--- config.mk ---
export PLATFORM = sky130hd
export DESIGN_NAME = bilin_top
export DESIGN_NICKNAME = d
export VERILOG_FILES = /design/src/common/bilin_pkg.sv /design/src/common/pix_rd_if.sv /design/src/hw/start_debounce.sv /design/src/hw/host_bridge.sv /design/src/hw/memory/wide_pixel_mem.sv /design/src/hw/memory/out_frame_buf.sv /design/src/hw/bilinear/bilinear_core.sv /design/src/hw/bilin_top.sv
export VERILOG_INCLUDE_DIRS = /design/src /design/src/common
export SDC_FILE = /design/constraint.sdc
export NUM_CORES = 2
export LEC_CHECK = 0
export ABC_AREA = 1
export BUFFER_PORTS_ARGS = -buffer_cell sky130_fd_sc_hd__buf_2
export CORE_MARGIN = 2
export CORE_UTILIZATION = 35
export CTS_CLUSTER_DIAMETER = 60
export DETAILED_ROUTE_END_ITERATION = 8
export PLACE_DENSITY = 0.47
export SYNTH_ARGS = -nofsm -noshare
export SYNTH_HDL_FRONTEND = slang
export SYNTH_SLANG_ARGS = --single-unit
--- constraint.sdc ---
create_clock -name i_clk_50 -period 19.65 [get_ports i_clk_50]
set_input_delay 0.9825 -clock i_clk_50 [delete_from_list [all_inputs] [get_ports i_clk_50]]
set_output_delay 0.9825 -clock i_clk_50 [all_outputs]
set_load 0.05 [all_outputs]
--- src/common/bilin_consts.svh ---
// ==========================================================================
// Bilinear scaler constants
// Fixed frame geometry, memory widths and the Q8.8 step default
// ==========================================================================

`ifndef BILIN_CONSTS_SVH
`define BILIN_CONSTS_SVH

// Input frame, 8x8 pixels
`define BILIN_IN_W      8
`define BILIN_IN_H      8
// Output frame, 16x16 pixels
`define BILIN_OUT_W     16
`define BILIN_OUT_H     16

// One pixel per byte, four pixels per memory word
`define BILIN_PIX_W     8
`define BILIN_WORD_W    32

// Byte address widths of the two frames
`define BILIN_IN_AW     6
`define BILIN_OUT_AW    8

// Q8.8 step, 0.5 after reset
`define BILIN_STEP_W    16
`define BILIN_STEP_RST  16'h0080

`endif

--- src/common/bilin_pkg.sv ---
// ==========================================================================
// Bilinear scaler package
// Host target and core state encodings, address and data types
// ==========================================================================

`default_nettype none

`include "bilin_consts.svh"

package bilin_pkg;

  // Host port targets
  typedef enum logic [1:0] {
    TGT_IN_MEM,
    TGT_OUT_MEM,
    TGT_STEP,
    TGT_START
  } host_tgt_e;

  // Core FSM, one pass per output pixel
  typedef enum logic [2:0] {
    CORE_IDLE,
    CORE_ADDR,
    CORE_RD_X0,
    CORE_RD_X1,
    CORE_CALC,
    CORE_WRITE
  } core_state_e;

  // Byte addresses into the two frames
  typedef logic [`BILIN_IN_AW-1:0]  in_addr_t;
  typedef logic [`BILIN_OUT_AW-1:0] out_addr_t;

  typedef logic [`BILIN_PIX_W-1:0]  pix_t;
  typedef logic [`BILIN_WORD_W-1:0] word_t;

endpackage

`default_nettype wire

--- src/common/pix_rd_if.sv ---
// ==========================================================================
// Two-port wide read link between the bilinear core and a frame memory
// ==========================================================================

`timescale 1ns/10ps
`default_nettype none

`include "bilin_consts.svh"

interface pix_rd_if;
  import bilin_pkg::*;

  // Word indices, sized for the larger output frame
  logic [`BILIN_OUT_AW-3:0] raddr0;
  logic [`BILIN_OUT_AW-3:0] raddr1;
  // Read data, one cycle after the address
  word_t                    rdata0;
  word_t                    rdata1;

  modport core (output raddr0, output raddr1, input rdata0, input rdata1);
  modport mem  (input raddr0, input raddr1, output rdata0, output rdata1);

endinterface

`default_nettype wire

--- src/hw/start_debounce.sv ---
// ==========================================================================
// Start switch debounce
// Two-flop synchronizer, saturating stability counter, rising-edge pulse
// ==========================================================================

`timescale 1ns/10ps
`default_nettype none

module start_debounce #(
  parameter int DEB_W = 20
) (
  input  logic i_clk_50,
  input  logic i_rst_n,
  input  logic i_sw,
  output logic o_level,
  output logic o_pulse
);

  logic             sw_meta;
  logic             sw_sync;
  logic [DEB_W-1:0] deb_cnt;
  logic             level_q;

  always_ff @(posedge i_clk_50 or negedge i_rst_n) begin
    if (!i_rst_n) begin
      sw_meta <= 1'b0;
      sw_sync <= 1'b0;
      deb_cnt <= '0;
      o_level <= 1'b0;
      level_q <= 1'b0;
      o_pulse <= 1'b0;
    end else begin
      // Switch crosses in from an asynchronous pin
      sw_meta <= i_sw;
      sw_sync <= sw_meta;
      // Counts only while the input disagrees with the level
      if (sw_sync == o_level) begin
        deb_cnt <= '0;
      end else if (!(&deb_cnt)) begin
        deb_cnt <= deb_cnt + 1'b1;
      end
      // Level follows the input only once the counter is full
      if (&deb_cnt) begin
        o_level <= sw_sync;
      end
      level_q <= o_level;
      // Registered edge, one cycle after the level rises
      o_pulse <= o_level & ~level_q;
    end
  end

endmodule

`default_nettype wire

--- src/hw/host_bridge.sv ---
// ==========================================================================
// Host bridge
// Four-phase req/ack port onto the frame memories and the step register,
// plus the start control that merges switch and host start requests
// ==========================================================================

`timescale 1ns/10ps
`default_nettype none

`include "bilin_consts.svh"

module host_bridge (
  input  logic                       i_clk_50,
  input  logic                       i_rst_n,
  input  logic                       i_host_req,
  input  logic                       i_host_we,
  input  bilin_pkg::host_tgt_e       i_host_tgt,
  input  logic [`BILIN_OUT_AW-1:0]   i_host_addr,
  input  logic [`BILIN_STEP_W-1:0]   i_host_wdata,
  output logic                       o_host_ack,
  output bilin_pkg::pix_t            o_host_rdata,
  input  logic                       i_sw_pulse,
  input  logic                       i_core_busy,
  input  logic                       i_clear_busy,
  output bilin_pkg::in_addr_t        o_in_waddr,
  output bilin_pkg::pix_t            o_in_wdata,
  output logic                       o_in_we,
  output bilin_pkg::out_addr_t       o_out_raddr,
  input  bilin_pkg::pix_t            i_out_rdata,
  output logic [`BILIN_STEP_W-1:0]   o_step,
  output logic                       o_start
);
  import bilin_pkg::*;

  // H_RD covers the registered output-memory read
  typedef enum logic [1:0] {H_IDLE, H_RD, H_LAT, H_ACK} hst_state_e;

  hst_state_e state;
  logic       is_mem;
  logic       hold;
  logic       accept;
  logic       host_start;
  pix_t       rd_sel;

  // Memory targets wait while the core or the clear owns the frames
  assign is_mem     = (i_host_tgt == TGT_IN_MEM) || (i_host_tgt == TGT_OUT_MEM);
  assign hold       = is_mem && (i_core_busy || i_clear_busy);
  assign accept     = (state == H_IDLE) && i_host_req && !hold;
  assign host_start = accept && i_host_we && (i_host_tgt == TGT_START);

  always_comb begin
    case (i_host_tgt)
      TGT_OUT_MEM: rd_sel = i_out_rdata;
      TGT_STEP:    rd_sel = o_step[7:0];
      default:     rd_sel = '0;
    endcase
  end

  // ========================================================================
  // Handshake FSM, step register and start
  // ========================================================================
  always_ff @(posedge i_clk_50 or negedge i_rst_n) begin
    if (!i_rst_n) begin
      state      <= H_IDLE;
      o_host_ack <= 1'b0;
      o_in_we    <= 1'b0;
      o_step     <= `BILIN_STEP_RST;
      o_start    <= 1'b0;
    end else begin
      o_in_we <= 1'b0;
      // Starts are dropped unless everything is idle, back-to-back included
      o_start <= (i_sw_pulse || host_start) && !i_core_busy && !i_clear_busy && !o_start;
      case (state)
        H_IDLE: begin
          if (accept) begin
            o_in_we <= i_host_we && (i_host_tgt == TGT_IN_MEM);
            if (i_host_we && (i_host_tgt == TGT_STEP)) begin
              o_step <= i_host_wdata;
            end
            state <= (!i_host_we && (i_host_tgt == TGT_OUT_MEM)) ? H_RD : H_LAT;
          end
        end
        H_RD:    state <= H_LAT;
        H_LAT: begin
          o_host_ack <= 1'b1;
          state      <= H_ACK;
        end
        H_ACK: begin
          // Release once the host drops req
          if (!i_host_req) begin
            o_host_ack <= 1'b0;
            state      <= H_IDLE;
          end
        end
        default: state <= H_IDLE;
      endcase
    end
  end

  // Address and data captured when the access is taken
  always_ff @(posedge i_clk_50) begin
    if (accept) begin
      o_in_waddr  <= i_host_addr[`BILIN_IN_AW-1:0];
      o_in_wdata  <= i_host_wdata[7:0];
      o_out_raddr <= i_host_addr;
    end
    if (state == H_LAT) begin
      o_host_rdata <= rd_sel;
    end
  end

endmodule

`default_nettype wire

--- src/hw/memory/wide_pixel_mem.sv ---
// ==========================================================================
// Word-wide frame memory
// Byte writes or whole-word fills, two registered read ports
// ==========================================================================

`timescale 1ns/10ps
`default_nettype none

`include "bilin_consts.svh"

module wide_pixel_mem (
  input  logic                     i_clk_50,
  pix_rd_if.mem                    rd,
  input  logic [`BILIN_OUT_AW-1:0] i_waddr,
  input  bilin_pkg::pix_t          i_wdata,
  // Bit 0 writes the addressed byte, bit 1 fills all four lanes
  input  logic [1:0]               i_we
);
  import bilin_pkg::*;

  localparam int DEPTH = 1 << (`BILIN_OUT_AW - 2);
  localparam int LANES = `BILIN_WORD_W / `BILIN_PIX_W;

  word_t      mem [DEPTH];
  logic [3:0] lane_en;

  // Low address bits pick the lane for a byte write
  always_comb begin
    for (int k = 0; k < LANES; k++) begin
      lane_en[k] = i_we[1] | (i_we[0] & (i_waddr[1:0] == 2'(k)));
    end
  end

  always_ff @(posedge i_clk_50) begin
    for (int k = 0; k < LANES; k++) begin
      if (lane_en[k]) begin
        mem[i_waddr[`BILIN_OUT_AW-1:2]][8*k +: 8] <= i_wdata;
      end
    end
    // Both ports read the old word on a same-cycle write
    rd.rdata0 <= mem[rd.raddr0];
    rd.rdata1 <= mem[rd.raddr1];
  end

endmodule

`default_nettype wire

--- src/hw/memory/out_frame_buf.sv ---
// ==========================================================================
// Output frame buffer
// Clears every word after reset, then takes the core's pixel writes;
// host reads return one byte of the registered read word
// ==========================================================================

`timescale 1ns/10ps
`default_nettype none

`include "bilin_consts.svh"

module out_frame_buf (
  input  logic                 i_clk_50,
  input  logic                 i_rst_n,
  input  bilin_pkg::out_addr_t i_core_waddr,
  input  bilin_pkg::pix_t      i_core_wdata,
  input  logic                 i_core_we,
  input  bilin_pkg::out_addr_t i_raddr,
  output bilin_pkg::pix_t      o_rdata,
  output logic                 o_clear_busy
);
  import bilin_pkg::*;

  localparam int RW = `BILIN_OUT_AW - 2;

  pix_rd_if u_rd ();

  logic [RW-1:0] clr_cnt;
  out_addr_t     waddr;
  pix_t          wdata;
  logic [1:0]    we;
  logic [1:0]    lane_q;

  // Clear sequencer, one word per cycle
  always_ff @(posedge i_clk_50 or negedge i_rst_n) begin
    if (!i_rst_n) begin
      o_clear_busy <= 1'b1;
      clr_cnt      <= '0;
    end else if (o_clear_busy) begin
      clr_cnt <= clr_cnt + 1'b1;
      if (&clr_cnt) begin
        o_clear_busy <= 1'b0;
      end
    end
  end

  // Write source: zero fill during the clear, core afterwards
  always_comb begin
    if (o_clear_busy) begin
      waddr = {clr_cnt, 2'b00};
      wdata = '0;
      we    = 2'b10;
    end else begin
      waddr = i_core_waddr;
      wdata = i_core_wdata;
      we    = {1'b0, i_core_we};
    end
  end

  // Host reads use port 0 only
  assign u_rd.raddr0 = i_raddr[`BILIN_OUT_AW-1:2];
  assign u_rd.raddr1 = '0;

  // Lane select lines up with the registered word
  always_ff @(posedge i_clk_50) begin
    lane_q <= i_raddr[1:0];
  end

  assign o_rdata = u_rd.rdata0[8*lane_q +: 8];

  wide_pixel_mem u_mem (
    .i_clk_50 (i_clk_50),
    .rd       (u_rd.mem),
    .i_waddr  (waddr),
    .i_wdata  (wdata),
    .i_we     (we)
  );

endmodule

`default_nettype wire

--- src/hw/bilinear/bilinear_core.sv ---
// ==========================================================================
// Sequential bilinear core
// Walks the output frame in raster order, fetches four neighbours per
// pixel over two read ports and writes the Q8.8-weighted result
// ==========================================================================

`timescale 1ns/10ps
`default_nettype none

`include "bilin_consts.svh"

module bilinear_core (
  input  logic                     i_clk_50,
  input  logic                     i_rst_n,
  input  logic                     i_start,
  input  logic [`BILIN_STEP_W-1:0] i_step,
  pix_rd_if.core                   rd,
  output bilin_pkg::out_addr_t     o_waddr,
  output bilin_pkg::pix_t          o_wdata,
  output logic                     o_we,
  output logic                     o_busy
);
  import bilin_pkg::*;

  localparam int CW = $clog2(`BILIN_IN_W);
  localparam int OW = $clog2(`BILIN_OUT_W);
  localparam int RW = `BILIN_OUT_AW - 2;
  // Output index times step, Q12.8
  localparam int PW = OW + `BILIN_STEP_W;

  core_state_e              state;
  logic [`BILIN_STEP_W-1:0] step_q;
  logic [OW-1:0]            ox;
  logic [OW-1:0]            oy;
  logic [PW-1:0]            sx;
  logic [PW-1:0]            sy;
  logic [CW-1:0]            cx0;
  logic [CW-1:0]            cy0;
  logic [CW-1:0]            x0, x1, y0, y1;
  logic [CW-1:0]            xr;
  logic [7:0]               fx, fy;
  logic [8:0]               wfx, wfy;
  pix_t                     p00, p10;
  logic [15:0]              row_top, row_bot;
  logic [23:0]              acc;
  logic                     last_pix;

  // Integer part limited to the last column or row
  function automatic logic [CW-1:0] clamp_pos(input logic [PW-9:0] ipart, input int lim);
    if (ipart > lim) begin
      return CW'(lim);
    end
    return ipart[CW-1:0];
  endfunction

  function automatic logic [RW-1:0] word_idx(input logic [CW-1:0] y, input logic [CW-1:0] x);
    in_addr_t ba;
    ba = {y, x};
    return RW'(ba >> 2);
  endfunction

  function automatic pix_t pick(input word_t w, input logic [1:0] lane);
    return w[8*lane +: 8];
  endfunction

  // ========================================================================
  // Coordinates and read addresses
  // ========================================================================
  assign sx  = PW'(ox) * PW'(step_q);
  assign sy  = PW'(oy) * PW'(step_q);
  assign cx0 = clamp_pos(sx[PW-1:8], `BILIN_IN_W - 1);
  assign cy0 = clamp_pos(sy[PW-1:8], `BILIN_IN_H - 1);

  // Both rows in flight together, x0 column first, then x1
  assign xr        = (state == CORE_RD_X0) ? x0 : x1;
  assign rd.raddr0 = word_idx(y0, xr);
  assign rd.raddr1 = word_idx(y1, xr);

  // x1 words arrive during CORE_CALC, x0 pixels are already held
  assign wfx     = 9'd256 - {1'b0, fx};
  assign wfy     = 9'd256 - {1'b0, fy};
  assign row_top = p00 * wfx + pick(rd.rdata0, x1[1:0]) * fx;
  assign row_bot = p10 * wfx + pick(rd.rdata1, x1[1:0]) * fx;
  assign acc     = row_top * wfy + row_bot * fy;

  assign last_pix = (ox == OW'(`BILIN_OUT_W - 1)) && (oy == OW'(`BILIN_OUT_H - 1));
  assign o_waddr  = {oy, ox};
  assign o_we     = (state == CORE_WRITE);
  assign o_busy   = (state != CORE_IDLE);

  // ========================================================================
  // Pixel sequencer
  // ========================================================================
  always_ff @(posedge i_clk_50 or negedge i_rst_n) begin
    if (!i_rst_n) begin
      state <= CORE_IDLE;
      ox    <= '0;
      oy    <= '0;
    end else begin
      case (state)
        CORE_IDLE: begin
          if (i_start) begin
            ox    <= '0;
            oy    <= '0;
            state <= CORE_ADDR;
          end
        end
        CORE_ADDR:  state <= CORE_RD_X0;
        CORE_RD_X0: state <= CORE_RD_X1;
        CORE_RD_X1: state <= CORE_CALC;
        CORE_CALC:  state <= CORE_WRITE;
        CORE_WRITE: begin
          ox <= ox + 1'b1;
          if (&ox) begin
            oy <= oy + 1'b1;
          end
          state <= last_pix ? CORE_IDLE : CORE_ADDR;
        end
        default: state <= CORE_IDLE;
      endcase
    end
  end

  // Datapath registers
  always_ff @(posedge i_clk_50) begin
    // Step held for the whole frame
    if ((state == CORE_IDLE) && i_start) begin
      step_q <= i_step;
    end
    if (state == CORE_ADDR) begin
      x0 <= cx0;
      y0 <= cy0;
      x1 <= (cx0 == CW'(`BILIN_IN_W - 1)) ? cx0 : cx0 + 1'b1;
      y1 <= (cy0 == CW'(`BILIN_IN_H - 1)) ? cy0 : cy0 + 1'b1;
      fx <= sx[7:0];
      fy <= sy[7:0];
    end
    if (state == CORE_RD_X1) begin
      p00 <= pick(rd.rdata0, x0[1:0]);
      p10 <= pick(rd.rdata1, x0[1:0]);
    end
    if (state == CORE_CALC) begin
      // Truncate, no rounding
      o_wdata <= acc[23:16];
    end
  end

endmodule

`default_nettype wire

--- src/hw/bilin_top.sv ---
// ==========================================================================
// Bilinear scaler top level
// Switch debounce, host bridge, input frame, core and output frame
// ==========================================================================

`timescale 1ns/10ps
`default_nettype none

`include "bilin_consts.svh"

module bilin_top #(
  parameter int DEB_W = 20
) (
  input  logic                     i_clk_50,
  input  logic                     i_rst_n,
  input  logic                     i_host_req,
  input  logic                     i_host_we,
  input  bilin_pkg::host_tgt_e     i_host_tgt,
  input  logic [`BILIN_OUT_AW-1:0] i_host_addr,
  input  logic [`BILIN_STEP_W-1:0] i_host_wdata,
  output logic                     o_host_ack,
  output bilin_pkg::pix_t          o_host_rdata,
  input  logic                     i_start_sw,
  output logic                     o_led_start_on,
  output logic                     o_led_done
);
  import bilin_pkg::*;

  logic                     sw_pulse;
  logic                     start;
  logic [`BILIN_STEP_W-1:0] step;
  logic                     core_busy;
  logic                     clear_busy;
  in_addr_t                 in_waddr;
  pix_t                     in_wdata;
  logic                     in_we;
  out_addr_t                out_raddr;
  pix_t                     out_rdata;
  out_addr_t                core_waddr;
  pix_t                     core_wdata;
  logic                     core_we;
  logic                     run_seen;

  pix_rd_if u_in_rd ();

  start_debounce #(.DEB_W(DEB_W)) u_debounce (
    .i_clk_50 (i_clk_50),
    .i_rst_n  (i_rst_n),
    .i_sw     (i_start_sw),
    .o_level  (o_led_start_on),
    .o_pulse  (sw_pulse)
  );

  host_bridge u_bridge (
    .i_clk_50     (i_clk_50),
    .i_rst_n      (i_rst_n),
    .i_host_req   (i_host_req),
    .i_host_we    (i_host_we),
    .i_host_tgt   (i_host_tgt),
    .i_host_addr  (i_host_addr),
    .i_host_wdata (i_host_wdata),
    .o_host_ack   (o_host_ack),
    .o_host_rdata (o_host_rdata),
    .i_sw_pulse   (sw_pulse),
    .i_core_busy  (core_busy),
    .i_clear_busy (clear_busy),
    .o_in_waddr   (in_waddr),
    .o_in_wdata   (in_wdata),
    .o_in_we      (in_we),
    .o_out_raddr  (out_raddr),
    .i_out_rdata  (out_rdata),
    .o_step       (step),
    .o_start      (start)
  );

  // Input frame, byte writes from the host only
  wide_pixel_mem u_in_mem (
    .i_clk_50 (i_clk_50),
    .rd       (u_in_rd.mem),
    .i_waddr  ({2'b00, in_waddr}),
    .i_wdata  (in_wdata),
    .i_we     ({1'b0, in_we})
  );

  bilinear_core u_core (
    .i_clk_50 (i_clk_50),
    .i_rst_n  (i_rst_n),
    .i_start  (start),
    .i_step   (step),
    .rd       (u_in_rd.core),
    .o_waddr  (core_waddr),
    .o_wdata  (core_wdata),
    .o_we     (core_we),
    .o_busy   (core_busy)
  );

  out_frame_buf u_out_buf (
    .i_clk_50     (i_clk_50),
    .i_rst_n      (i_rst_n),
    .i_core_waddr (core_waddr),
    .i_core_wdata (core_wdata),
    .i_core_we    (core_we),
    .i_raddr      (out_raddr),
    .o_rdata      (out_rdata),
    .o_clear_busy (clear_busy)
  );

  // Set by the first start; busy rises on the same edge, so done shows
  // exactly from the edge where busy falls until the next frame begins
  always_ff @(posedge i_clk_50 or negedge i_rst_n) begin
    if (!i_rst_n) begin
      run_seen <= 1'b0;
    end else if (start) begin
      run_seen <= 1'b1;
    end
  end

  assign o_led_done = run_seen & ~core_busy;

endmodule

`default_nettype wire

## After elaboration in Yosys (flattened, before gate mapping)

Memory sizes are Yosys's and may differ from the RTL's. A register that Yosys moved wholly into a read port is not among the register bits.
Cells that the tools add are included.

- RAM bits: 4096
- Memories: 2
- Register bits after elaboration: 165
- Word-level logic and storage cells: 188

Memory list:

| memory | words | bits a word | rd ports | clocked after Yosys merged registers in | write ports | line | RTL |
|---|---|---|---|---|---|---|---|
| u_in_mem.mem | 64 | 32 | 2 | 2 | 1 | wide_pixel_mem.sv:24 | `word_t mem [DEPTH];` |
| u_out_buf.u_mem.mem | 64 | 32 | 1 | 1 | 1 | wide_pixel_mem.sv:24 |  |

- Add/sub/neg operators: 11
- Bitwise operators: 16
- $mul: 8
- Eq/ne operators: 27
- Mux-type cells: 48
- Order comparisons: 2
- Shift-type cells: 5
- Reduce and logical (&&, ||, !) cells: 37

Operator list:

| kind | number |
|---|---|
| $shiftx A32 B6 Y8 | 5 |
| $mul A4 B16 Y20 | 2 |
| $mux W20 | 2 |
| $add A16 B16 Y16 | 2 |
| $mul A8 B8 Y16 | 2 |
| $mul A8 B9 Y16 | 2 |
| $add A24 B24 Y24 | 1 |
| $gt A12 B3 Y1 const B | 2 |
| $mul A16 B8 Y24 | 1 |
| $mul A16 B9 Y24 | 1 |
| $mux W1 | 24 |
| $mux W3 | 8 |
| $add A20 B1 Y20 const B | 1 |
| $reduce_and A20 Y1 | 1 |
| $pmux W3 S6 | 1 |
| $sub A9 B8 Y9 const A | 2 |
| $eq A2 B2 Y1 const B | 8 |
| $mux W8 | 2 |
| $pmux W4 S2 | 2 |
| $pmux W8 S2 | 1 |
| $logic_and A1 B1 Y1 | 13 |
| $eq A3 B3 Y1 const B | 4 |
| $and A1 B1 Y1 | 10 |
| $add A4 B1 Y4 const B | 2 |
| other kinds (25) | 55 |

## Longest topological paths before layout

- Depth in word-level cells: 11
- Mapped depth: 55

## By module

From an unflattened synthesis, not the netlist that was laid out.

- Cell total of the unflattened synthesis: 27414
- Area total of the unflattened synthesis: 240054.0 um^2

Modules (own cells, without submodules):

| module | sequential area each (um^2) | cells each | instances | area an instance (um^2) |
|---|---|---|---|---|
| wide_pixel_mem | 62780.2 | 11775 | 2 | 104995.7 |
| bilinear_core | 2317.2 | 3358 | 1 | 25799.7 |
| host_bridge | 1247.4 | 177 | 1 | 1964.4 |
| start_debounce | 625.6 | 187 | 1 | 1440.1 |
| out_frame_buf | 216.5 | 136 | 1 | 812.0 |
| bilin_top | 25.0 | 6 | 1 | 46.3 |

## Worst setup path before layout

No wires, ideal clock.

- Path kind: reg-to-reg
- From: register u_core.fx[0]
- To: register u_core.o_wdata[7] (data pin)
- Setup slack: 8.490 ns
- Data required time: 19.398 ns
- Period minus slack after synthesis: 11.160 ns
- Setup time: 0.252 ns
- Path buffers: 3
- Cell stages (with the launch flop): 52
- Arrival time: 10.908 ns
- Cell sequence: edfxtp_1 > clkbuf_1 > inv_1 > clkbuf_1 > ha_1 > nand2_1 > nor2_1 > nand2_1 > o21ai_0 > nand2_1 > inv_1 > clkbuf_1 > nand2_1 > fa_1 > fa_1 > inv_1 > fa_1 > fa_1 > (+16 left out) > inv_1 > fa_1 > fa_1 > fa_1 > fa_1 > inv_1 > fa_1 > inv_1 > ha_1 > a21oi_1 > o21ai_0 > a21oi_1 > nand3_1 > nand2_1 > nand3_1 > xor2_1 > nand2_1 > nand2_1

- Longest elaborated chain between the ends: 5
- Elaborated cells between the ends (all ways): 10
- Classes of those cells: add/sub: 4; mul: 6

Ends and longest elaborated chain:

| what | line | RTL |
|---|---|---|
| start: declaration | bilinear_core.sv:41 | `logic [7:0] fx, fy;` |
| start signal: assignment | bilinear_core.sv:135 | `fx <= sx[7:0];` |
| $sub A9 B8 Y9 | bilinear_core.sv:80 | `assign wfx = 9'd256 - {1'b0, fx};` |
| $mul A8 B9 Y16 (on tied branches) | bilinear_core.sv:82, bilinear_core.sv:83 |  |
| $add A16 B16 Y16 (on tied branches) | bilinear_core.sv:82, bilinear_core.sv:83 |  |
| $mul A16 B9 Y24 / $mul A16 B8 Y24 (equally long branches) | bilinear_core.sv:84 | `assign acc = row_top * wfy + row_bot * fy;` |
| $add A24 B24 Y24 * | bilinear_core.sv:84 |  |
| net u_core.acc[23] | bilinear_core.sv:45 | `logic [23:0] acc;` |
| end signal: assignment | bilinear_core.sv:144 | `o_wdata <= acc[23:16];` |
| end: declaration | bilinear_core.sv:19 | `output bilin_pkg::pix_t o_wdata,` |

The timed path passes the listed nets; every way through them passes the cells marked *.
A chain may end at the register's enable or synchronous reset.

## Worst setup path after layout

Ends and elaborated chain as after synthesis.

==> metrics.yaml <==
synth_async_sr_flop_share_pct: 2.31
final_hold_viol_count: 0
drcViolationCount: 0
timing.final.crit_share_pct: 64.2
worst_clock_skew_ps: 132
layout-area-overhead-vs-synth_pct: 12.0
crit_path_top_delay_cell: "xnor2_1"
max_cap_violations: 0
post_cts_buffers: 0
htree_levels: 5
pwr-share-clk_pct: 44.3
globalplace.congestion: 0.873
syn-mean-instance-area_um2: 12.0
yosysTopAreaCellShare_pct: 60.4
tritoncts_num_sinks: 2815
netlist_area_um2: 132000
r2r_start: "u_core.fx[0]"
synth_common_cells: "edfxtp_1 (2652), nand2_1 (2581), inv_1 (1110)"
critical_path_arrival_ps: 13180
dieArea_um2: 381000
grt_pass1_wl_um: 608000
cp_capture_type: "flop"
boundaryPins: 42
drc_violation_total_after_the_first_tritonroute_iteration: 7807
postSynthNetCount: 11800
synth_edf_count: 2652
regToRegEndpoint: "u_core.o_wdata[7]"
cp_num_buf_inv: 14
report.final.setup_viol: 0
switching_share_pct: 23.9
critical_path_peak_fanout: 20
regArea_um2: 83200
synth.largest_area_cell: "edfxtp_1"
floorplan.die.height_um: 618
grt_util_all_layers_pct: 21.6
cts_tree: "built"
intPower_mw: 10.3
comb_pwr_share_pct: 6.7
cts_root_buffer: "clkbuf_16"
final-max-slew-violation-count: 0
synth_sequential_area_ratio_pct: 63.2
initial_utilization_pct: 35.1
start_kind: "flop"
yosys.cell_count.top_type: "edfxtp_1"
hpwl_after_detailed_placement_um: 266000
vias_per_cell: 5.22
instances_no_fill: 16200
r2r_setup_slk_ps: 7040
synth.top_cells.by_area: "edfxtp_1 (60%), nand2_1 (7.4%), fa_1 (7.3%)"
coreArea_um2: 375000
peakVddDrop_uv: 65.7
tightest_slew_ps: 1270
postSynthCellCount: 11000
finalNetCount: 11700
detail_route.wl_per_cell_um: 25.8
dominantRegCellSynth: "edfxtp_1"
switchingPower_mw: 3.22
critPathTopFamily: "adder cells"
relSlewSlack_pct: 15.0
netlist-cell-type-count: 63
critical_path_class: "flop to flop"
drt_pre_antenna_iters: 6
yosysWarnings: 0
clock_tree.buffer_depth: 4
worst_path_most_repeated_cell: "inv_1"
clock_insertion_delay_worst_skew_ps: 960
grt_start_max_net_pins: 189
ys_seq_elements: 2815
multi_input_comb_area_um2: 42000
num_vias: 84900
dpl.cell_count: 15600
rows: 225
worstRegToRegCells: 47
route.final.wire_length_um: 419000
hold_class: "input pin to async pin"
worst_ep_required_time_ps: 20220
fin_setup_tns_ps: 0
outcome: "finished, final reports clean"
clkSlewWorstSetupHoldPaths_ps: 60
globalRouteOverflowTotal: 0
cellLeakagePower_nw: 54.1
final.min_clock_period_ps: 12610
clock.fmax_mhz: 79.3
postRouteAntennaNets: 0
worst_path_largest_cell_delay_ps: 790
holdBufCountCts: 0
portBuffers: 41
antenna_found_initial: 19
post_cts_resized: 0
power.density_cell_area_nw_per_um2: 91.3
grt_pass1_vias: 85100
fill_cells: 35700
setup_repair_after_global_routing_missed_its_margin: "no"
power_frac_seq_pct: 49.0
die_w_um: 618
cts-buffers-inserted: 334
share_of_final_layout_standard_cells_stronger_than_drive_strength_1_pct: 6.55
[flip-flops by register name, summed over array words and instances, names as in the netlist, 4 cells and up]
name,cells
u_in_mem.rd.rdata0,32
u_bridge.o_in_wdata,8
u_out_buf.u_mem.rd.rdata0,32
u_core.o_wdata,8
u_debounce.deb_cnt,20
u_bridge.o_host_rdata,8
u_in_mem.rd.rdata1,32
u_core.fx,8
u_core.oy,4
u_core.step_q,16
u_core.ox,4
u_core.p10,8
u_in_mem.mem,512
u_core.p00,8
u_out_buf.u_mem.mem,2048
u_bridge.o_step,16
u_bridge.o_out_raddr,8
u_core.fy,8
u_out_buf.clr_cnt,6
[layout by cell type, fill, tap and decap left out, types with 60 or more instances in the layout]
| cell type | count |
|---|---|
| a21oi_1 | 285 |
| a221oi_1 | 180 |
| a22o_1 | 128 |
| a22oi_1 | 167 |
| buf_4 | 115 |
| clkbuf_1 | 60 |
| clkbuf_16 | 342 |
| clkinv_1 | 82 |
| dfrtp_1 | 63 |
| dfxtp_1 | 98 |
| edfxtp_1 | 2652 |
| fa_1 | 478 |
| ha_1 | 263 |
| inv_1 | 1106 |
| mux2i_1 | 223 |
| nand2_1 | 2579 |
| nand3_1 | 544 |
| nand4_1 | 220 |
| nor2_1 | 786 |
| o211ai_1 | 104 |
| o21ai_0 | 163 |
[layer usage]
| layer | part of all wire [%] | vias to the layer above | wire length [µm] | global-route usage [%] |
|---|---|---|---|---|
| li1 | - | 38100 | - | - |
| met1 | 43 | 43200 | 181000 | 29.2 |
| met2 | 48 | 2819 | 200000 | 36.2 |
| met3 | 5.6 | 670 | 23500 | 2.77 |
| met4 | 3.5 | 4 | 14500 | 7.00 |
| met5 | 0.0064 | - | 27 | 0 |
[worst register-to-register path: cells and delay by family (launching register included)]
family | cells | cell delay (ps)
AOI/OAI and AO/OA | 6 | 1240
xor gates and xnor gates | 2 | 950
adders and majority gates | 15 | 6670
buffers and inverters | 14 | 1950
DFF | 1 | 320
and+or+nand+nor | 10 | 1210
[how the worst max path moves through the flow]
| stage | cells past startpoint | from | end | slack (ps) |
|---|---|---|---|---|
| final | 47 | u_core.fx[0] | u_core.o_wdata[7] | 7040 |
| after global routing | 44 | u_core.fx[0] | u_core.o_wdata[7] | 6090 |
| after CTS | 44 | u_core.fx[0] | u_core.o_wdata[7] | 7000 |
| after detailed placement | 44 | u_core.fx[0] | u_core.o_wdata[7] | 7050 |
| after global placement | 46 | u_core.fx[0] | u_core.o_wdata[7] | 7170 |
| after floorplan | 51 | u_core.fx[0] | u_core.o_wdata[7] | 8490 |
[kinds of logic after synthesis]
group           count (synthesis)  share of synthesized area [%]
buf+inv                      1672                           5.11
flops                        2815                           63.2
fa+ha+maj                     741                           9.76
compound gates               1181                           6.22
simple gates                 4294                           13.5
mux                           239                           1.83
xor+xnor                       69                          0.459
[final cells by class]
class / count / share of cell area (%)
sequential: 2815 / 56.4
multi-input combinational: 6524 / 28.5
clock buffer: 408 / 6.01
tap: 4994 / 4.24
inverter: 1137 / 2.94
clock inverter: 195 / 1.09
timing repair buffer: 165 / 0.857
antenna: 4 / 0.00678
[power by group through the flow]
stage | combinational, mW | clock, mW | sequential [mW]
2_1_floorplan | 0.496 | 0 | 6.73
3_3_place_gp | 0.910 | 0 | 6.73
3_5_place_dp | 0.912 | 0 | 6.72
4_1_cts | 0.917 | 6.06 | 6.60
5_1_grt | 0.987 | 6.29 | 6.60
6_report | 0.906 | 5.96 | 6.60
[stage by stage]
stage          util [%]  setup WS, ps  instance area [µm²]  total power, mW  hold slack [ps]
4_1_cts            39.3          7000               148000             13.6              179
3_3_place_gp       36.5          7170               137000             7.64              349
3_5_place_dp       36.5          7050               137000             7.64              348
6_report           39.3          7040               148000             13.5              242
5_1_grt            39.3          6090               148000             13.9              216
2_1_floorplan         -          8490               132000             7.23              331
Note: power is estimated with default switching activity, not from simulation.
